**src/logic/de_exec_defines.svh**
```systemverilog
// field widths for the execution sequencer
// include in any RTL or testbench file that sizes a command field
`ifndef DE_EXEC_DEFINES_SVH
`define DE_EXEC_DEFINES_SVH

//////////////////////////////
// command fields
`define DE_LEN_W 10                  // major and minor length fields
`define DE_OPC_W 4                   // drawing opcode
`define DE_ROP_W 4                   // raster op
`define DE_DIR_W 3                   // {down, right, x major}

//////////////////////////////
// derived
`define DE_ERR_W (`DE_LEN_W + 1)     // signed bresenham error, one sign bit over len

`endif
```
**src/logic/de_exec_pkg.sv**
```systemverilog
// shared types of the execution sequencer
// referenced everywhere as de_exec_pkg::name
`default_nettype none
`include "de_exec_defines.svh"

package de_exec_pkg;

	// drawing opcodes, anything not listed is carried but does nothing
	typedef enum logic [`DE_OPC_W-1:0]
	{
		NOOP   = 4'h0,
		BLT    = 4'h1,                  // plain rectangular blt
		LINE   = 4'h2,
		ELINE  = 4'h3,                  // never draws its last pixel
		P_LINE = 4'h5                   // poly line segment
	} opc_e;

	typedef logic [`DE_ROP_W-1:0] rop_t;

	// raster ops with their own read / rmw class
	localparam rop_t ROP_CLEAR    = 4'b0000;
	localparam rop_t ROP_COPY_INV = 4'b0011;
	localparam rop_t ROP_INVERT   = 4'b0101;
	localparam rop_t ROP_COPY     = 4'b1100;
	localparam rop_t ROP_SET      = 4'b1111;

	typedef logic [`DE_LEN_W-1:0] len_t;   // unsigned length

	// line engine
	typedef enum logic [1:0] {L_IDLE, L_RUN} line_state_e;

	// blt engine, one hot
	typedef enum logic [2:0]
	{
		B_IDLE  = 3'b001,
		B_READ  = 3'b010,
		B_WRITE = 3'b100
	} blt_state_e;

endpackage

`default_nettype wire

```
**src/logic/de_exec_if.sv**
```systemverilog
// bundles passed between the sequencer stages
// plain per-cycle signals, no handshake
`default_nettype none
`include "de_exec_defines.svh"

//////////////////////////////
// decoded command, decode stage to both engines
// fields hold from the go strobe until the next load
interface de_cmd_if;
	logic                 go_line;     // one-cycle start strobes
	logic                 go_blt;
	de_exec_pkg::len_t    len_maj;
	de_exec_pkg::len_t    len_min;
	logic [`DE_DIR_W-1:0] dir;
	logic                 no_last;     // drop final pixel
	logic                 read_need;   // blt fetches before each write
	logic                 rmw;         // write is read-modify-write

	modport dec (output go_line, go_blt, len_maj, len_min, dir, no_last, read_need, rmw);
	modport eng (input  go_line, go_blt, len_maj, len_min, dir, no_last, read_need, rmw);
endinterface

//////////////////////////////
// per engine action outputs, merged in the last stage
interface de_step_if;
	logic step_x;                      // x / y position strobes
	logic step_y;
	logic step_rht;
	logic step_dwn;
	logic last_pix;
	logic mem_req;                     // memory request cycle
	logic mem_rd;
	logic mem_rmw;
	logic row_done;                    // final write of a blt row
	logic active;                      // engine issued an action this cycle

	modport src (output step_x, step_y, step_rht, step_dwn, last_pix,
		mem_req, mem_rd, mem_rmw, row_done, active);
	modport snk (input  step_x, step_y, step_rht, step_dwn, last_pix,
		mem_req, mem_rd, mem_rmw, row_done, active);
endinterface

`default_nettype wire

```
**src/logic/de_exec.sv**
```systemverilog
// drawing engine execution sequencer top, decode -> line/blt engines -> merge
// one command at a time, load only while busy is low
`default_nettype none
`include "de_exec_defines.svh"

module de_exec
(
	input  wire                    de_clk,
	input  wire                    de_rstn,
	input  wire                    cmd_load,
	input  wire de_exec_pkg::opc_e opc,
	input  wire de_exec_pkg::rop_t rop,
	input  wire                    trnsp,
	input  wire                    solid,
	input  wire                    sfd,
	input  wire                    nlst,
	input  wire [`DE_DIR_W-1:0]    dir,
	input  wire de_exec_pkg::len_t len_maj,
	input  wire de_exec_pkg::len_t len_min,
	output logic                   next_x,
	output logic                   next_y,
	output logic                   step_rht,
	output logic                   step_dwn,
	output logic                   last_pixel,
	output logic                   mem_req,
	output logic                   mem_rd,
	output logic                   mem_rmw,
	output logic                   d_chgy,
	output logic                   busy
);

	de_cmd_if  cmd_i ();      // decoded command
	de_step_if line_st ();    // line engine actions
	de_step_if blt_st ();     // blt engine actions

	de_cmd_decode decode_i (.de_clk(de_clk), .de_rstn(de_rstn), .cmd_load(cmd_load),
		.opc(opc), .rop(rop), .trnsp(trnsp), .solid(solid), .sfd(sfd), .nlst(nlst),
		.dir(dir), .len_maj(len_maj), .len_min(len_min), .busy(busy), .cmd(cmd_i.dec));

	// engines run side by side off the same command
	de_line_step line_i (.de_clk(de_clk), .de_rstn(de_rstn), .cmd(cmd_i.eng),
		.step(line_st.src));
	de_blt_step blt_i (.de_clk(de_clk), .de_rstn(de_rstn), .cmd(cmd_i.eng),
		.step(blt_st.src));

	de_out_merge merge_i (.de_clk(de_clk), .de_rstn(de_rstn), .line(line_st.snk),
		.blt(blt_st.snk), .next_x(next_x), .next_y(next_y), .step_rht(step_rht),
		.step_dwn(step_dwn), .last_pixel(last_pixel), .mem_req(mem_req), .mem_rd(mem_rd),
		.mem_rmw(mem_rmw), .d_chgy(d_chgy), .busy(busy));

endmodule

`default_nettype wire

```
**src/logic/de_out_merge.sv**
```systemverilog
// last stage, ORs both engines into registered top level outputs
// busy spans the engine cycles and the output register
`default_nettype none

module de_out_merge
(
	input  wire    de_clk,
	input  wire    de_rstn,
	de_step_if.snk line,
	de_step_if.snk blt,
	output logic   next_x,
	output logic   next_y,
	output logic   step_rht,
	output logic   step_dwn,
	output logic   last_pixel,
	output logic   mem_req,
	output logic   mem_rd,
	output logic   mem_rmw,
	output logic   d_chgy,      // destination row change
	output logic   busy
);

	logic pending;              // an action sits in the output registers

	always_ff @(posedge de_clk or negedge de_rstn)
	begin
		if (!de_rstn)
		begin
			next_x     <= 1'b0;
			next_y     <= 1'b0;
			step_rht   <= 1'b0;
			step_dwn   <= 1'b0;
			last_pixel <= 1'b0;
			mem_req    <= 1'b0;
			mem_rd     <= 1'b0;
			mem_rmw    <= 1'b0;
			d_chgy     <= 1'b0;
			pending    <= 1'b0;
		end
		else
		begin
			next_x     <= line.step_x   | blt.step_x;
			next_y     <= line.step_y   | blt.step_y;
			step_rht   <= line.step_rht | blt.step_rht;
			step_dwn   <= line.step_dwn | blt.step_dwn;
			last_pixel <= line.last_pix | blt.last_pix;
			mem_req    <= line.mem_req  | blt.mem_req;
			mem_rd     <= line.mem_rd   | blt.mem_rd;
			mem_rmw    <= line.mem_rmw  | blt.mem_rmw;
			d_chgy     <= line.row_done | blt.row_done;
			pending    <= line.active   | blt.active;
		end
	end

	assign busy = line.active | blt.active | pending;

	// only one engine runs a command at a time
	a_one_engine: assert property (@(posedge de_clk) disable iff (!de_rstn)
		!(line.active && blt.active))
		else $error("line and blt engines active together");

endmodule

`default_nettype wire

```
**src/logic/de_blt_step.sv**
```systemverilog
// blt engine walking the words and rows of a rectangle
// issues an optional read then a write per word at one cycle each
`default_nettype none
`include "de_exec_defines.svh"

module de_blt_step
(
	input  wire    de_clk,
	input  wire    de_rstn,
	de_cmd_if.eng  cmd,
	de_step_if.src step
);

	de_exec_pkg::blt_state_e state;       // action on the outputs this cycle
	de_exec_pkg::blt_state_e state_nxt;
	de_exec_pkg::blt_state_e word_first;  // first cycle of each word
	de_exec_pkg::len_t       word;
	de_exec_pkg::len_t       row;
	de_exec_pkg::len_t       maj_m1;
	de_exec_pkg::len_t       min_m1;
	logic                    row_end;     // last write of a row
	logic                    blt_end;     // last write of the blt

	assign maj_m1     = cmd.len_maj - 1'b1;
	assign min_m1     = cmd.len_min - 1'b1;
	assign word_first = cmd.read_need ? de_exec_pkg::B_READ : de_exec_pkg::B_WRITE;
	assign row_end    = (state == de_exec_pkg::B_WRITE) && (word == maj_m1);
	assign blt_end    = row_end && (row == min_m1);

	always_comb
	begin
		case (state)
			de_exec_pkg::B_IDLE:  state_nxt = cmd.go_blt ? word_first : de_exec_pkg::B_IDLE;
			de_exec_pkg::B_READ:  state_nxt = de_exec_pkg::B_WRITE;  // same word
			de_exec_pkg::B_WRITE: state_nxt = blt_end ? de_exec_pkg::B_IDLE : word_first;
			default:              state_nxt = de_exec_pkg::B_IDLE;
		endcase
	end

	always_ff @(posedge de_clk or negedge de_rstn)
	begin
		if (!de_rstn)
		begin
			state <= de_exec_pkg::B_IDLE;
			word  <= '0;
			row   <= '0;
		end
		else
		begin
			state <= state_nxt;
			if (state == de_exec_pkg::B_IDLE)
			begin
				word <= '0;                   // rearm for the next blt
				row  <= '0;
			end
			else if (row_end)
			begin
				word <= '0;
				row  <= row + 1'b1;
			end
			else if (state == de_exec_pkg::B_WRITE)
				word <= word + 1'b1;
		end
	end

	// decoded from the state register
	assign step.mem_req  = (state == de_exec_pkg::B_READ) || (state == de_exec_pkg::B_WRITE);
	assign step.mem_rd   = (state == de_exec_pkg::B_READ);
	assign step.mem_rmw  = (state == de_exec_pkg::B_WRITE) && cmd.rmw;
	assign step.row_done = row_end;
	assign step.active   = (state != de_exec_pkg::B_IDLE);

	// blt never moves the line counters
	assign step.step_x   = 1'b0;
	assign step.step_y   = 1'b0;
	assign step.step_rht = 1'b0;
	assign step.step_dwn = 1'b0;
	assign step.last_pix = 1'b0;

	// a read is always a request and only for fetching commands
	a_rd_req: assert property (@(posedge de_clk) disable iff (!de_rstn)
		step.mem_rd |-> step.mem_req && cmd.read_need)
		else $error("blt read without a request or without read need");

endmodule

`default_nettype wire

```
**src/logic/de_line_step.sv**
```systemverilog
// line engine, steps a solid line one pixel per clock
// bresenham error kept locally, registered strobes to the merge stage
`default_nettype none
`include "de_exec_defines.svh"

module de_line_step
(
	input  wire    de_clk,
	input  wire    de_rstn,
	de_cmd_if.eng  cmd,
	de_step_if.src step
);

	de_exec_pkg::line_state_e    state;
	de_exec_pkg::len_t           rem;      // steps still owed after the last issued one
	de_exec_pkg::len_t           n_steps;  // total for this line
	de_exec_pkg::len_t           left;     // owed including the one issued now
	logic signed [`DE_ERR_W-1:0] err;
	logic signed [`DE_ERR_W-1:0] err_cur;
	logic signed [`DE_ERR_W-1:0] err_sub;
	logic signed [`DE_ERR_W-1:0] err_nxt;
	logic                        start;
	logic                        issue;    // a step goes out this clock
	logic                        minor;    // minor axis moves too
	logic                        last;

	assign n_steps = cmd.no_last ? cmd.len_maj - 1'b1 : cmd.len_maj;
	assign start   = (state == de_exec_pkg::L_IDLE) && cmd.go_line && (n_steps != '0);
	assign issue   = start || (state == de_exec_pkg::L_RUN);
	assign left    = start ? n_steps : rem;
	assign last    = (left == de_exec_pkg::len_t'(1));

	// error starts at half the major length
	assign err_cur = start ? $signed({2'b00, cmd.len_maj[`DE_LEN_W-1:1]}) : err;
	assign err_sub = err_cur - $signed({1'b0, cmd.len_min});
	assign minor   = err_sub[`DE_ERR_W-1];                     // went negative
	assign err_nxt = minor ? err_sub + $signed({1'b0, cmd.len_maj}) : err_sub;

	always_ff @(posedge de_clk or negedge de_rstn)
	begin
		if (!de_rstn)
		begin
			state         <= de_exec_pkg::L_IDLE;
			step.step_x   <= 1'b0;
			step.step_y   <= 1'b0;
			step.step_rht <= 1'b0;
			step.step_dwn <= 1'b0;
			step.last_pix <= 1'b0;
			step.active   <= 1'b0;
		end
		else
		begin
			if (issue)
				state <= last ? de_exec_pkg::L_IDLE : de_exec_pkg::L_RUN;
			step.step_x   <= issue && (cmd.dir[0] || minor);   // dir[0] is x major
			step.step_y   <= issue && (!cmd.dir[0] || minor);
			step.step_rht <= issue && cmd.dir[1];
			step.step_dwn <= issue && cmd.dir[2];
			step.last_pix <= issue && last;
			step.active   <= issue;
		end
	end

	// error and count
	always_ff @(posedge de_clk)
	begin
		if (issue)
		begin
			err <= err_nxt;
			rem <= left - 1'b1;
		end
	end

	// no memory traffic from lines
	assign step.mem_req  = 1'b0;
	assign step.mem_rd   = 1'b0;
	assign step.mem_rmw  = 1'b0;
	assign step.row_done = 1'b0;

	// run state always has a step on the outputs
	a_run_step: assert property (@(posedge de_clk) disable iff (!de_rstn)
		(state == de_exec_pkg::L_RUN) |-> (step.step_x || step.step_y))
		else $error("line run cycle without a step");

endmodule

`default_nettype wire

```
**src/logic/de_cmd_decode.sv**
```systemverilog
// first stage, latches a host command and classifies opcode and raster op
// issues one go strobe the cycle after cmd_load
`default_nettype none
`include "de_exec_defines.svh"

module de_cmd_decode
(
	input  wire                       de_clk,
	input  wire                       de_rstn,
	input  wire                       cmd_load,  // single-cycle host strobe
	input  wire de_exec_pkg::opc_e    opc,
	input  wire de_exec_pkg::rop_t    rop,
	input  wire                       trnsp,     // transparent
	input  wire                       solid,
	input  wire                       sfd,       // source fetch disable
	input  wire                       nlst,      // no last pixel
	input  wire [`DE_DIR_W-1:0]       dir,
	input  wire de_exec_pkg::len_t    len_maj,
	input  wire de_exec_pkg::len_t    len_min,
	input  wire                       busy,      // fed back from merge
	de_cmd_if.dec                     cmd
);

	logic is_line;   // LINE, ELINE, P_LINE
	logic is_blt;
	logic rop_nosrc; // rop needs no source data

	assign is_line = (opc == de_exec_pkg::LINE) || (opc == de_exec_pkg::ELINE) ||
		(opc == de_exec_pkg::P_LINE);
	assign is_blt  = (opc == de_exec_pkg::BLT);

	assign rop_nosrc = (rop == de_exec_pkg::ROP_CLEAR) || (rop == de_exec_pkg::ROP_INVERT) ||
		(rop == de_exec_pkg::ROP_SET);

	// start strobes, noop and unknown opcodes give none
	always_ff @(posedge de_clk or negedge de_rstn)
	begin
		if (!de_rstn)
		begin
			cmd.go_line <= 1'b0;
			cmd.go_blt  <= 1'b0;
		end
		else
		begin
			cmd.go_line <= cmd_load && is_line;
			cmd.go_blt  <= cmd_load && is_blt;
		end
	end

	// command fields
	always_ff @(posedge de_clk)
	begin
		if (cmd_load)
		begin
			cmd.len_maj   <= len_maj;
			cmd.len_min   <= len_min;
			cmd.dir       <= dir;
			cmd.no_last   <= nlst || (opc == de_exec_pkg::ELINE); // eline never ends on pixel
			cmd.read_need <= !((rop_nosrc && !trnsp) || solid || sfd);
			cmd.rmw       <= !((rop == de_exec_pkg::ROP_CLEAR) ||
				(rop == de_exec_pkg::ROP_COPY_INV) ||
				(rop == de_exec_pkg::ROP_COPY) ||
				(rop == de_exec_pkg::ROP_SET));
		end
	end

	//////////////////////////////
	// load protocol
	a_load_idle: assert property (@(posedge de_clk) disable iff (!de_rstn)
		cmd_load |-> !busy && !cmd.go_line && !cmd.go_blt)
		else $error("command loaded while sequencer busy");

	a_len_nz: assert property (@(posedge de_clk) disable iff (!de_rstn)
		cmd_load && (is_line || is_blt) |-> (len_maj != '0) && (len_min != '0))
		else $error("zero length command");

	a_line_slope: assert property (@(posedge de_clk) disable iff (!de_rstn)
		cmd_load && is_line |-> len_min <= len_maj)
		else $error("line minor length above major");

endmodule

`default_nettype wire

```
**config.mk**
```make
export PLATFORM = sky130hd
export DESIGN_NAME = de_exec
export DESIGN_NICKNAME = d
export VERILOG_FILES = /design/src/logic/de_exec_pkg.sv /design/src/logic/de_exec_if.sv /design/src/logic/de_exec.sv /design/src/logic/de_out_merge.sv /design/src/logic/de_blt_step.sv /design/src/logic/de_line_step.sv /design/src/logic/de_cmd_decode.sv
export VERILOG_INCLUDE_DIRS = /design/src /design/src/logic
export SDC_FILE = /design/constraint.sdc
export NUM_CORES = 1
export LEC_CHECK = 0
export BUFFER_PORTS_ARGS = -buffer_cell sky130_fd_sc_hd__clkbuf_2
export CAP_MARGIN = 20
export CORE_MARGIN = 10
export CORE_UTILIZATION = 55
export DETAILED_ROUTE_END_ITERATION = 6
export GPL_ROUTABILITY_DRIVEN = 0
export PLACE_DENSITY = 0.76
export SYNTH_ARGS = -nofsm -noshare
export SYNTH_HDL_FRONTEND = slang
export SYNTH_SLANG_ARGS = --single-unit
```
**constraint.sdc**
```tcl
create_clock -name de_clk -period 11.6 [get_ports de_clk]
set_clock_uncertainty 0.1 [all_clocks]
set_input_delay 1.16 -clock de_clk [delete_from_list [all_inputs] [get_ports de_clk]]
set_output_delay 1.16 -clock de_clk [all_outputs]
set_load 0.1 [all_outputs]
```
==> results by stage, run 1 <==
Power:
- In this run, the combinational gates consume 50.6% of the power.
- The internal power contribution is around 0.91 mW.
- IR analysis of the VDD net gives a maximum drop of ~140 uV.
- Of the total power, the share spent switching nets is 37.1%.
- The fraction of power consumed by sequential logic is 32.7%.
- For this design the total switching power over the nets is about 0.54 mW.
- For this design the ratio of total power to cell area is ~230 nW/um^2.
- The cell leakage power is between 2 and 3 nW.
- The clock network accounts for 16.6% of the total power.

Clock network:
- CTS placed an instance of clkbuf_8 at the clock tree root.
- The clock buffer count from CTS is 9.
- The post-cts hold buffer count is 0.
- In this run, post-CTS repair resized a total of 0 instances.
- The post-CTS setup buffer count is 0.
- TritonCTS built the clock tree.
- The CTS sink count is between 80 and 90.
- The clock latency at the later pin of the worst-skew pair is ~370 ps.
- After clock tree synthesis, the clock-pin slew on the worst setup and hold paths is ~90 ps.
- The clock tree synthesis step divided the H-tree into 3 levels.
- Counting along the longest clock path gives a buffer depth of 2.

Place:
- Summed over all nets, the half-perimeter wirelength after detailed placement is 9210 um.
- The count of port buffers added during placement is 47.
- The worst slack after detailed placement is between 5000 and 6000 ps.

Layout:
- The fraction of layout cells with a size suffix above 1 is around 17%.
- The area growth from synthesis to layout is 9.57%.
- For this run, the post-layout net count is around 660.
- The library cells used most frequently in the layout, excluding fill and tap cells, are edfxtp_1 (47), clkbuf_2 (47), nand2_1 (43).
- Cells fill between 60% and 70% of the core in the end.
- The antenna cell count is 0.

Setup path:
- The worst flop-to-flop path startpoint is decode_i.cmd.len_maj[1].
- The slowest stage cell on the critical path is edfxtp_1.
- Across all register-to-register paths, the minimum setup slack is 5780 ps.
- The reg-to-reg critical path endpoint is line_i.err[9].
- Measured in cells, the most critical reg-to-reg path has a length of 23.
- The critical path data arrival time is just under 6000 ps.
- The worst setup path is launched from a flop.
- Traced cell by cell, the critical path runs through inv_1 -> ha_1 -> nor2b_1 -> nand4_1 -> a21oi_1 -> o22ai_1 -> a31o_1 -> buf_4 -> nor2_1 -> a21oi_1 -> ha_1 -> fa_1 -> nor2b_1 -> o21ai_0 -> nand2b_1 -> xor2_1 -> ha_1 -> nand2_1 -> o21ai_0 -> o41ai_1 -> o21ai_0 -> xor2_1 -> mux2_2.
- The start-to-end type of the worst setup path is reg2reg.
- The largest single stage delay on the critical path is between 500 and 600 ps.
- Data on the critical path is required at its endpoint by ~12000 ps.
- The kind of capture point of the worst setup path is a flop.
- The highest net fanout along the worst path is 34.

Timing:
- The number of pins with negative max-slew slack in the final report was 0.
- The actual slew at the worst max-slew pin is ~930 ps.
- Setup violations remaining at the end of the flow were counted as 0.
- Dividing the final minimum period by the clock period gives about half.
- The worst hold slack is between 200 and 300 ps.
- The number of hold violations in the final report is 0.
- The tightest slew margin relative to the limit is 38.1%.
- The summed negative setup slack over all endpoints is 0 ps.
- The minimum period implied by the final worst setup slack is 5820 ps.
- Setup slack closes at approximately 5800 ps.
- Setup repair after global routing left no endpoint under its margin.
- The highest clock frequency the design can meet is about 170 MHz.

Synthesis:
- Of all flip-flops after synthesis, the portion carrying an async set or reset was 47.2%.
- The average cell area after synthesis is approximately 10 um^2.
- The Yosys warning count is 0.
- Summing every instance area after synthesis gives 5710 um^2.
- The post-synthesis sequential element count is slightly below 90.
- The synthesized net count is ~620.
- Sequential elements use about 43% of the synthesized area.
- The most used flip-flop cell after synthesis is edfxtp_1.
- Synthesis produced a netlist whose cell count is ~550.
- The number of library cell types mapped by synthesis is 70.
- The number of flops mapped to enable cells by yosys is 47.

Global route:
- The initial antenna violation count is 0.
- Entering global routing, the biggest net connects 43 pins.
- The global route total overflow is 0.
- The wire length of the first global-routing pass is about 20000 um.
- The via count of the first global-routing pass is 4206.
- The total routing usage reported by global routing is between 10% and 20%.

Flow run:
- The count of maximum capacitance violations is 0.

Die:
- In this run the horizontal extent of the chip is between 100 and 150 um.
- The die height is about 120 um.
- The number of primary I/O pins is between 40 and 50.
- The number of placement rows is 37.
- The total area inside the core boundary comes to roughly 10000 um^2.
- The effective utilization at floorplan is roughly 56%.
- The area of the die is approximately 15000 um^2.

Routing:
- In the final routed layout, each cell accounts on average for between 15 and 20 um.
- The detailed router's first-iteration violation count is ~240.
- In this run the remaining antenna-violating nets after routing total 0.
- For this block, the routed nets add up to around 12000 um of wire.
- The final routed DRC violation total is 0.
- The first detailed-routing pass took 5 iterations.
- The total via count after detailed routing is 4236.
- After detailed routing, the number of vias per cell comes to around 5.8.

Hold path:
- The worst hold path passes through 0 cells.
- The terminating pin of the worst hold path is merge_i.step_dwn.
- The path type of the worst min-delay path is reg2reg.
- The startpoint identified for the worst hold timing path is line_i.step.step_dwn.

Run status:
- The flow ran to the end, and the final reports show no timing, DRC or antenna violations.
-- metrics by stage --
step	area [um^2]	cells	power, mW
5_1_grt	6260	734	1.55
6_report	6260	734	1.45
3_3_place_gp	6010	717	1.18
3_5_place_dp	6010	717	1.21
2_1_floorplan	5710	551	1.08
4_1_cts	6240	733	1.45
-- logic make-up (layout without fill, tap and decap cells) --
family / Yosys count / after routing / share of synthesized area [%]
simple gates: 192 / 192 / 18.9
compound gates: 96 / 96 / 10.4
flops: 89 / 89 / 43.1
xor+xnor: 70 / 70 / 11.2
buf+inv: 47 / 94 / 3.96
fa+ha+maj: 30 / 30 / 6.83
mux: 27 / 27 / 5.61
-- cells in the mapped netlist (3+ instances only) --
master,instances,area [um^2]
a211oi_1,4,30.0
a21o_1,5,37.5
a21oi_1,29,145
a22oi_1,3,22.5
a31oi_1,6,37.5
and2_1,4,25.0
and3_1,8,50.1
buf_2,4,20.0
buf_6,5,56.3
clkbuf_1,7,26.3
dfrtp_1,41,1030
edfxtp_1,47,1410
ha_1,28,350
inv_1,28,105
mux2_2,12,135
mux2_4,7,105
mux2i_1,8,80.1
nand2_1,43,161
nand2b_1,7,43.8
nand3_1,13,65.1
nand3_2,3,30.0
nand4_1,11,68.8
nor2_1,42,158
nor2b_1,9,56.3
nor3_1,12,60.1
nor4_1,4,25.0
o21ai_0,26,130
o31ai_1,4,30.0
o41ai_1,4,35.0
or2_2,4,25.0
or3_1,7,43.8
xnor2_1,37,324
xor2_1,31,272
-- state kept, by name, summed over array words and instances, names as in the netlist, 3 cells and up --
register,count
line_i.rem,10
decode_i.cmd.len_maj,10
blt_i.state,3
blt_i.row,10
line_i.err,11
decode_i.cmd.dir,3
blt_i.word,10
decode_i.cmd.len_min,10
-- critical path, delay by kind of cell, from the launching register on --
family,cells,cell delay [ps]
AOI/OAI and AO/OA,8,1440
adders and majority gates,4,1340
and+or+nand+nor,6,1040
DFF,1,580
buffers and inverters,2,400
xor gates and xnor gates,2,400
muxes,1,270
-- layer usage --
layer	part of all wire, %	wire length [um]	global-route usage (%)
met1	44	5280	20.7
met2	49	5860	26.8
met3	4.7	558	3.84
met4	2.6	308	7.53
met5	0	0	0
-- worst max-delay path by stage --
stage                     to                    start  cells after the start
3_3_place_gp   line_i.err[9]  decode_i.cmd.len_maj[0]                     19
3_5_place_dp   line_i.err[9]  decode_i.cmd.len_maj[1]                     23
6_report       line_i.err[9]  decode_i.cmd.len_maj[1]                     23
5_1_grt        line_i.err[9]  decode_i.cmd.len_maj[1]                     23
4_1_cts        line_i.err[9]  decode_i.cmd.len_maj[1]                     23
2_1_floorplan  line_i.err[9]  decode_i.cmd.len_maj[1]                     21
-- area by class of cell --
class | instances | area (um^2)
fill | 836 | 3970
clock buffer | 12 | 178
tap | 136 | 170
clock inverter | 4 | 53.8
inverter | 29 | 109
sequential | 89 | 2460
timing repair buffer | 49 | 263
multi-input combinational | 415 | 3020
-- power groups by stage --
stage	sequential, mW	clock, mW	combinational [mW]
floorplan	0.500	0	0.580
global placement	0.479	0	0.699
detailed placement	0.482	0	0.725
CTS	0.475	0.245	0.733
global route	0.482	0.257	0.807
finish	0.475	0.242	0.735
Power figures use the tool's default switching activity.
==> inputs of run 2 (changes only) <==
Settings changed: ABC_AREA set to 1, PLACE_DENSITY 0.76 to 0.79.
Clock period 11.6 ns to 5.25 ns, I/O delays scaled along.
==> results by stage, run 2 <==
Layout:
- The growth of design area from synthesis to finish is 10.2%.
- The layout filler cell count was 862 (+3.1%).
- Ranked by flip-flop count, first place goes to line_i.err.
- The number of nets in the layout is 809 (+22%).
- The fraction of layout cells with a size suffix above 1 is 18.0% (+0.57 points).
- The antenna cell count is 0 (unchanged).
- The top cell types in the final layout, fill and taps aside, are nand2_1 (151), inv_1 (92), nor2_1 (49), nand3_1 (49).
- The commonest non-fill, non-tap cell in the layout is nand2_1.
- The flip-flop count of the largest register after layout is 11 (unchanged).

Power:
- The total net switching power came to 1.45 mW (+170%).
- The switching share of total power is 44.4% (+7.3 points).
- The fraction of power consumed by sequential logic is 31.6% (-1.1 points).
- The total power is 3.25 mW (+120%).
- The internal power contribution is 1.81 mW (+98%).
- The relative contribution of the clock network to total power was 14.6% (-2.0 points).
- The combinational power share was 53.8% (+3.2 points).
- The maximum VDD drop came to 423 uV (+200%).
- The power density relative to cell area is 508 nW/um^2 (+120%).
- The cell leakage power is 2.93 nW (+13%).

Synthesis:
- The average cell area after synthesis is 8.47 um^2 (-18%).
- The post-synthesis async set-or-reset flop share is 47.2% (unchanged).
- After synthesis, the most frequently instantiated cells are nand2_1 (151), inv_1 (92), nand3_1 (49), nor2_1 (49), edfxtp_1 (47).
- The combined area of all synthesized cells is 5810 um^2 (+1.7%).
- The fraction of post-synthesis cell area in the top cell type by area was 24.3% (-0.42 points).
- Yosys instantiated no cell more often than nand2_1.
- The Yosys warning count is 0 (unchanged).
- The number of flops mapped to enable cells by yosys came to 47 (unchanged).
- The most used flip-flop cell after synthesis is edfxtp_1.
- The gate count of the mapped netlist is 686 (+25%).
- The register area share after synthesis was 42.4% (-0.73 points).
- The synthesized net count is 754 (+22%).
- The number of library cell types mapped by synthesis was 49 (-30%).
- The cell taking the most area after synthesis is edfxtp_1.
- Ranked by total cell area, the synthesized netlist is headed by edfxtp_1 (24%), dfrtp_1 (18%), nand2_1 (9.8%).
- The post-synthesis sequential element count is 89 (unchanged).

Global route:
- The initial antenna violation count is 0 (unchanged).
- The global route total overflow came to 0 (unchanged).
- The via count of the first global-routing pass is 5005 (+19%).
- The wire length of the first global-routing pass is 23300 um (+16%).
- The total routing usage reported by global routing is 19.2% (+2.6 points).
- The pin count of the biggest net entering global routing was 43 (unchanged).

Timing:
- The count of endpoints failing setup in the final report is 0 (unchanged).
- The portion of the clock cycle consumed by the worst path in the final layout is 92.3% (+42 points).
- The highest clock frequency the design can meet is 206 MHz (+20%).
- The number of hold violations in the final report is 0 (unchanged).
- The minimum period implied by the final worst setup slack was 4850 ps (-975 ps).
- The actual slew at the worst max-slew pin came to 969 ps (+41.7 ps).
- The worst hold slack was 224 ps (-31.2 ps).
- The summed negative setup slack over all endpoints is 0 ps (unchanged).
- The tightest slew margin relative to the limit is 35.3% (-2.8 points).
- The number of pins with negative max-slew slack in the final report was 0 (unchanged).

Run status:
- The flow ran to the end, and the final reports show no timing, DRC or antenna violations.

Clock network:
- The clock buffer count from CTS is 9 (unchanged).
- The CTS clock-pin slew for the worst setup and hold paths is 90 ps (about the same).
- TritonCTS built the clock tree.
- The depth of the CTS H-tree is 3 (unchanged).
- The clock latency at the later pin of the worst-skew pair is 370 ps (about the same).
- The cell sitting at the root of the clock tree is a clkbuf_8.
- The CTS sink count is 89 (unchanged).
- The maximum clock path buffer count is 2 (unchanged).

Die:
- The area of the die is 15100 um^2 (+1.4%).
- The effective utilization at floorplan is 56.3% (+0.46 points).
- The number of primary I/O pins is 48 (unchanged).
- The core footprint is 10300 um^2 (+0.91%).
- The die extent in x is 123 um (+0.72%).
- The die height was 123 um (+0.72%).
- The number of placement rows came to 37 (unchanged).

Setup path:
- The largest stage delay on the critical path was 460 ps (-120 ps).
- The kind of capture point of the worst setup path is a flop.
- The highest net fanout along the worst path is 20 (-41%).
- The required time of the critical path is 5280 ps (-6350 ps).
- The critical path data arrival time is 4870 ps (-980 ps).
- Counting stages on the worst path, the most repeated cell is nand2_1.
- The start-to-end type of the worst setup path is reg2reg.
- The startpoint kind of the worst setup timing path is a flop.
- The slowest stage of the critical path is the edfxtp_1 cell.

Hold path:
- The min-delay analysis places its worst path in the category in2reg.

Place:
- The half-perimeter wire length after placement is 10700 um (+16%).
- The count of port buffers added during placement is 47 (unchanged).

Routing:
- The total via count after detailed routing is 4873 (+15%).
- The first-pass iteration count of the detailed router was 5 (unchanged).
- The detailed router's first-iteration violation count is 466 (+97%).
- The routed wirelength normalized by instance count came to 15.7 um (-3.7%).
- The final routed DRC violation total is 0 (unchanged).
- The average via count per standard cell is 5.52 (-4.3%).
- The sum of routed wire length over all layers is 13900 um (+16%).
- The remaining antenna violation count after routing is 0 (unchanged).

Flow run:
- The count of maximum capacitance violations is 0 (unchanged).
## run 2: changes by cell type in the layout (fill, tap and decap cells not counted), sizes merged, moves of 18 or more
cell | previous run | this run
xnor2 | 39 | 16
nand2 | 44 | 173
o21ai | 26 | 44
nor2 | 42 | 61
mux2 | 19 | 0
nand3 | 16 | 52
inv | 31 | 100
## run 2: kinds of logic (layout without fill, tap and decap cells)
logic type      after synthesis  after routing  synth area share (%)
compound gates               81             81                  8.46
simple gates                333            333                  27.8
xor+xnor                     45             45                  6.78
fa+ha+maj                    30             30                  6.72
flops                        89             89                  42.4
buf+inv                     108            168                  7.84
## run 2: layout make-up
type	instances	area, um^2	share of cell area [%]
multi-input combinational	489	2910	45.3
sequential	89	2460	38.4
inverter	99	374	5.84
timing repair buffer	53	295	4.61
tap	136	170	2.66
clock buffer	12	166	2.60
clock inverter	4	32.5	0.508
## run 2: path summary, 6_finish.rpt
path,start,end,slack (ps),cells past startpoint
max,decode_i.cmd.len_maj[1],line_i.err[8],400,28
max reg2reg,decode_i.cmd.len_maj[1],line_i.err[8],400,28
min in group asynchronous,de_rstn,blt_i.row[2],430,2
min reg2reg,line_i.step.last_pix,merge_i.last_pixel,250,0
min,len_maj[5],decode_i.cmd.len_maj[5],220,1
max in group asynchronous,de_rstn,blt_i.state[0],4120,3
## run 2: stage by stage
| step | cells | utilization [%] | setup slack (ps) | area [um^2] |
|---|---|---|---|---|
| finish | 882 | 62.1 | 402 | 6410 |
| floorplan | 686 | - | 520 | 5810 |
| global route | 882 | 62.1 | -8.50 | 6410 |
| global placement | 861 | 59.5 | 510 | 6140 |
| CTS | 877 | 61.4 | 246 | 6340 |
| detailed placement | 861 | 59.5 | 269 | 6140 |
## run 2: critical path, delay by kind of cell, from the launching register on
kind | cells | cell delay (ps)
simple gates | 15 | 1650
compound gates | 6 | 950
fa+ha+maj | 3 | 910
flops | 1 | 460
buf+inv | 3 | 270
xor+xnor | 1 | 260
## run 2: power groups by stage
stage | logic, mW | registers, mW | clock network (mW)
floorplan | 1.32 | 1.10 | 0
global placement | 1.60 | 1.04 | 0
detailed placement | 1.70 | 1.04 | 0
CTS | 1.71 | 1.03 | 0.482
global route | 1.95 | 1.04 | 0.509
finish | 1.75 | 1.03 | 0.475
## run 2: repair_timing
action | 4_1_cts | 5_1_grt
gates resized for setup | 0 | 5
endpoints found under the setup margin | 0 | 8
hold buffers | 0 | 1
endpoints found under the hold margin | 0 | 6
buffers inserted | 0 | 3
## run 2: per-layer routing
metal	track usage [%]	up-vias	routed length [um]
met5	0	-	0
met4	8.39	0	404
met3	3.58	40	932
met2	31.7	200	6670
met1	24.1	2269	5880
li1	-	2364	-
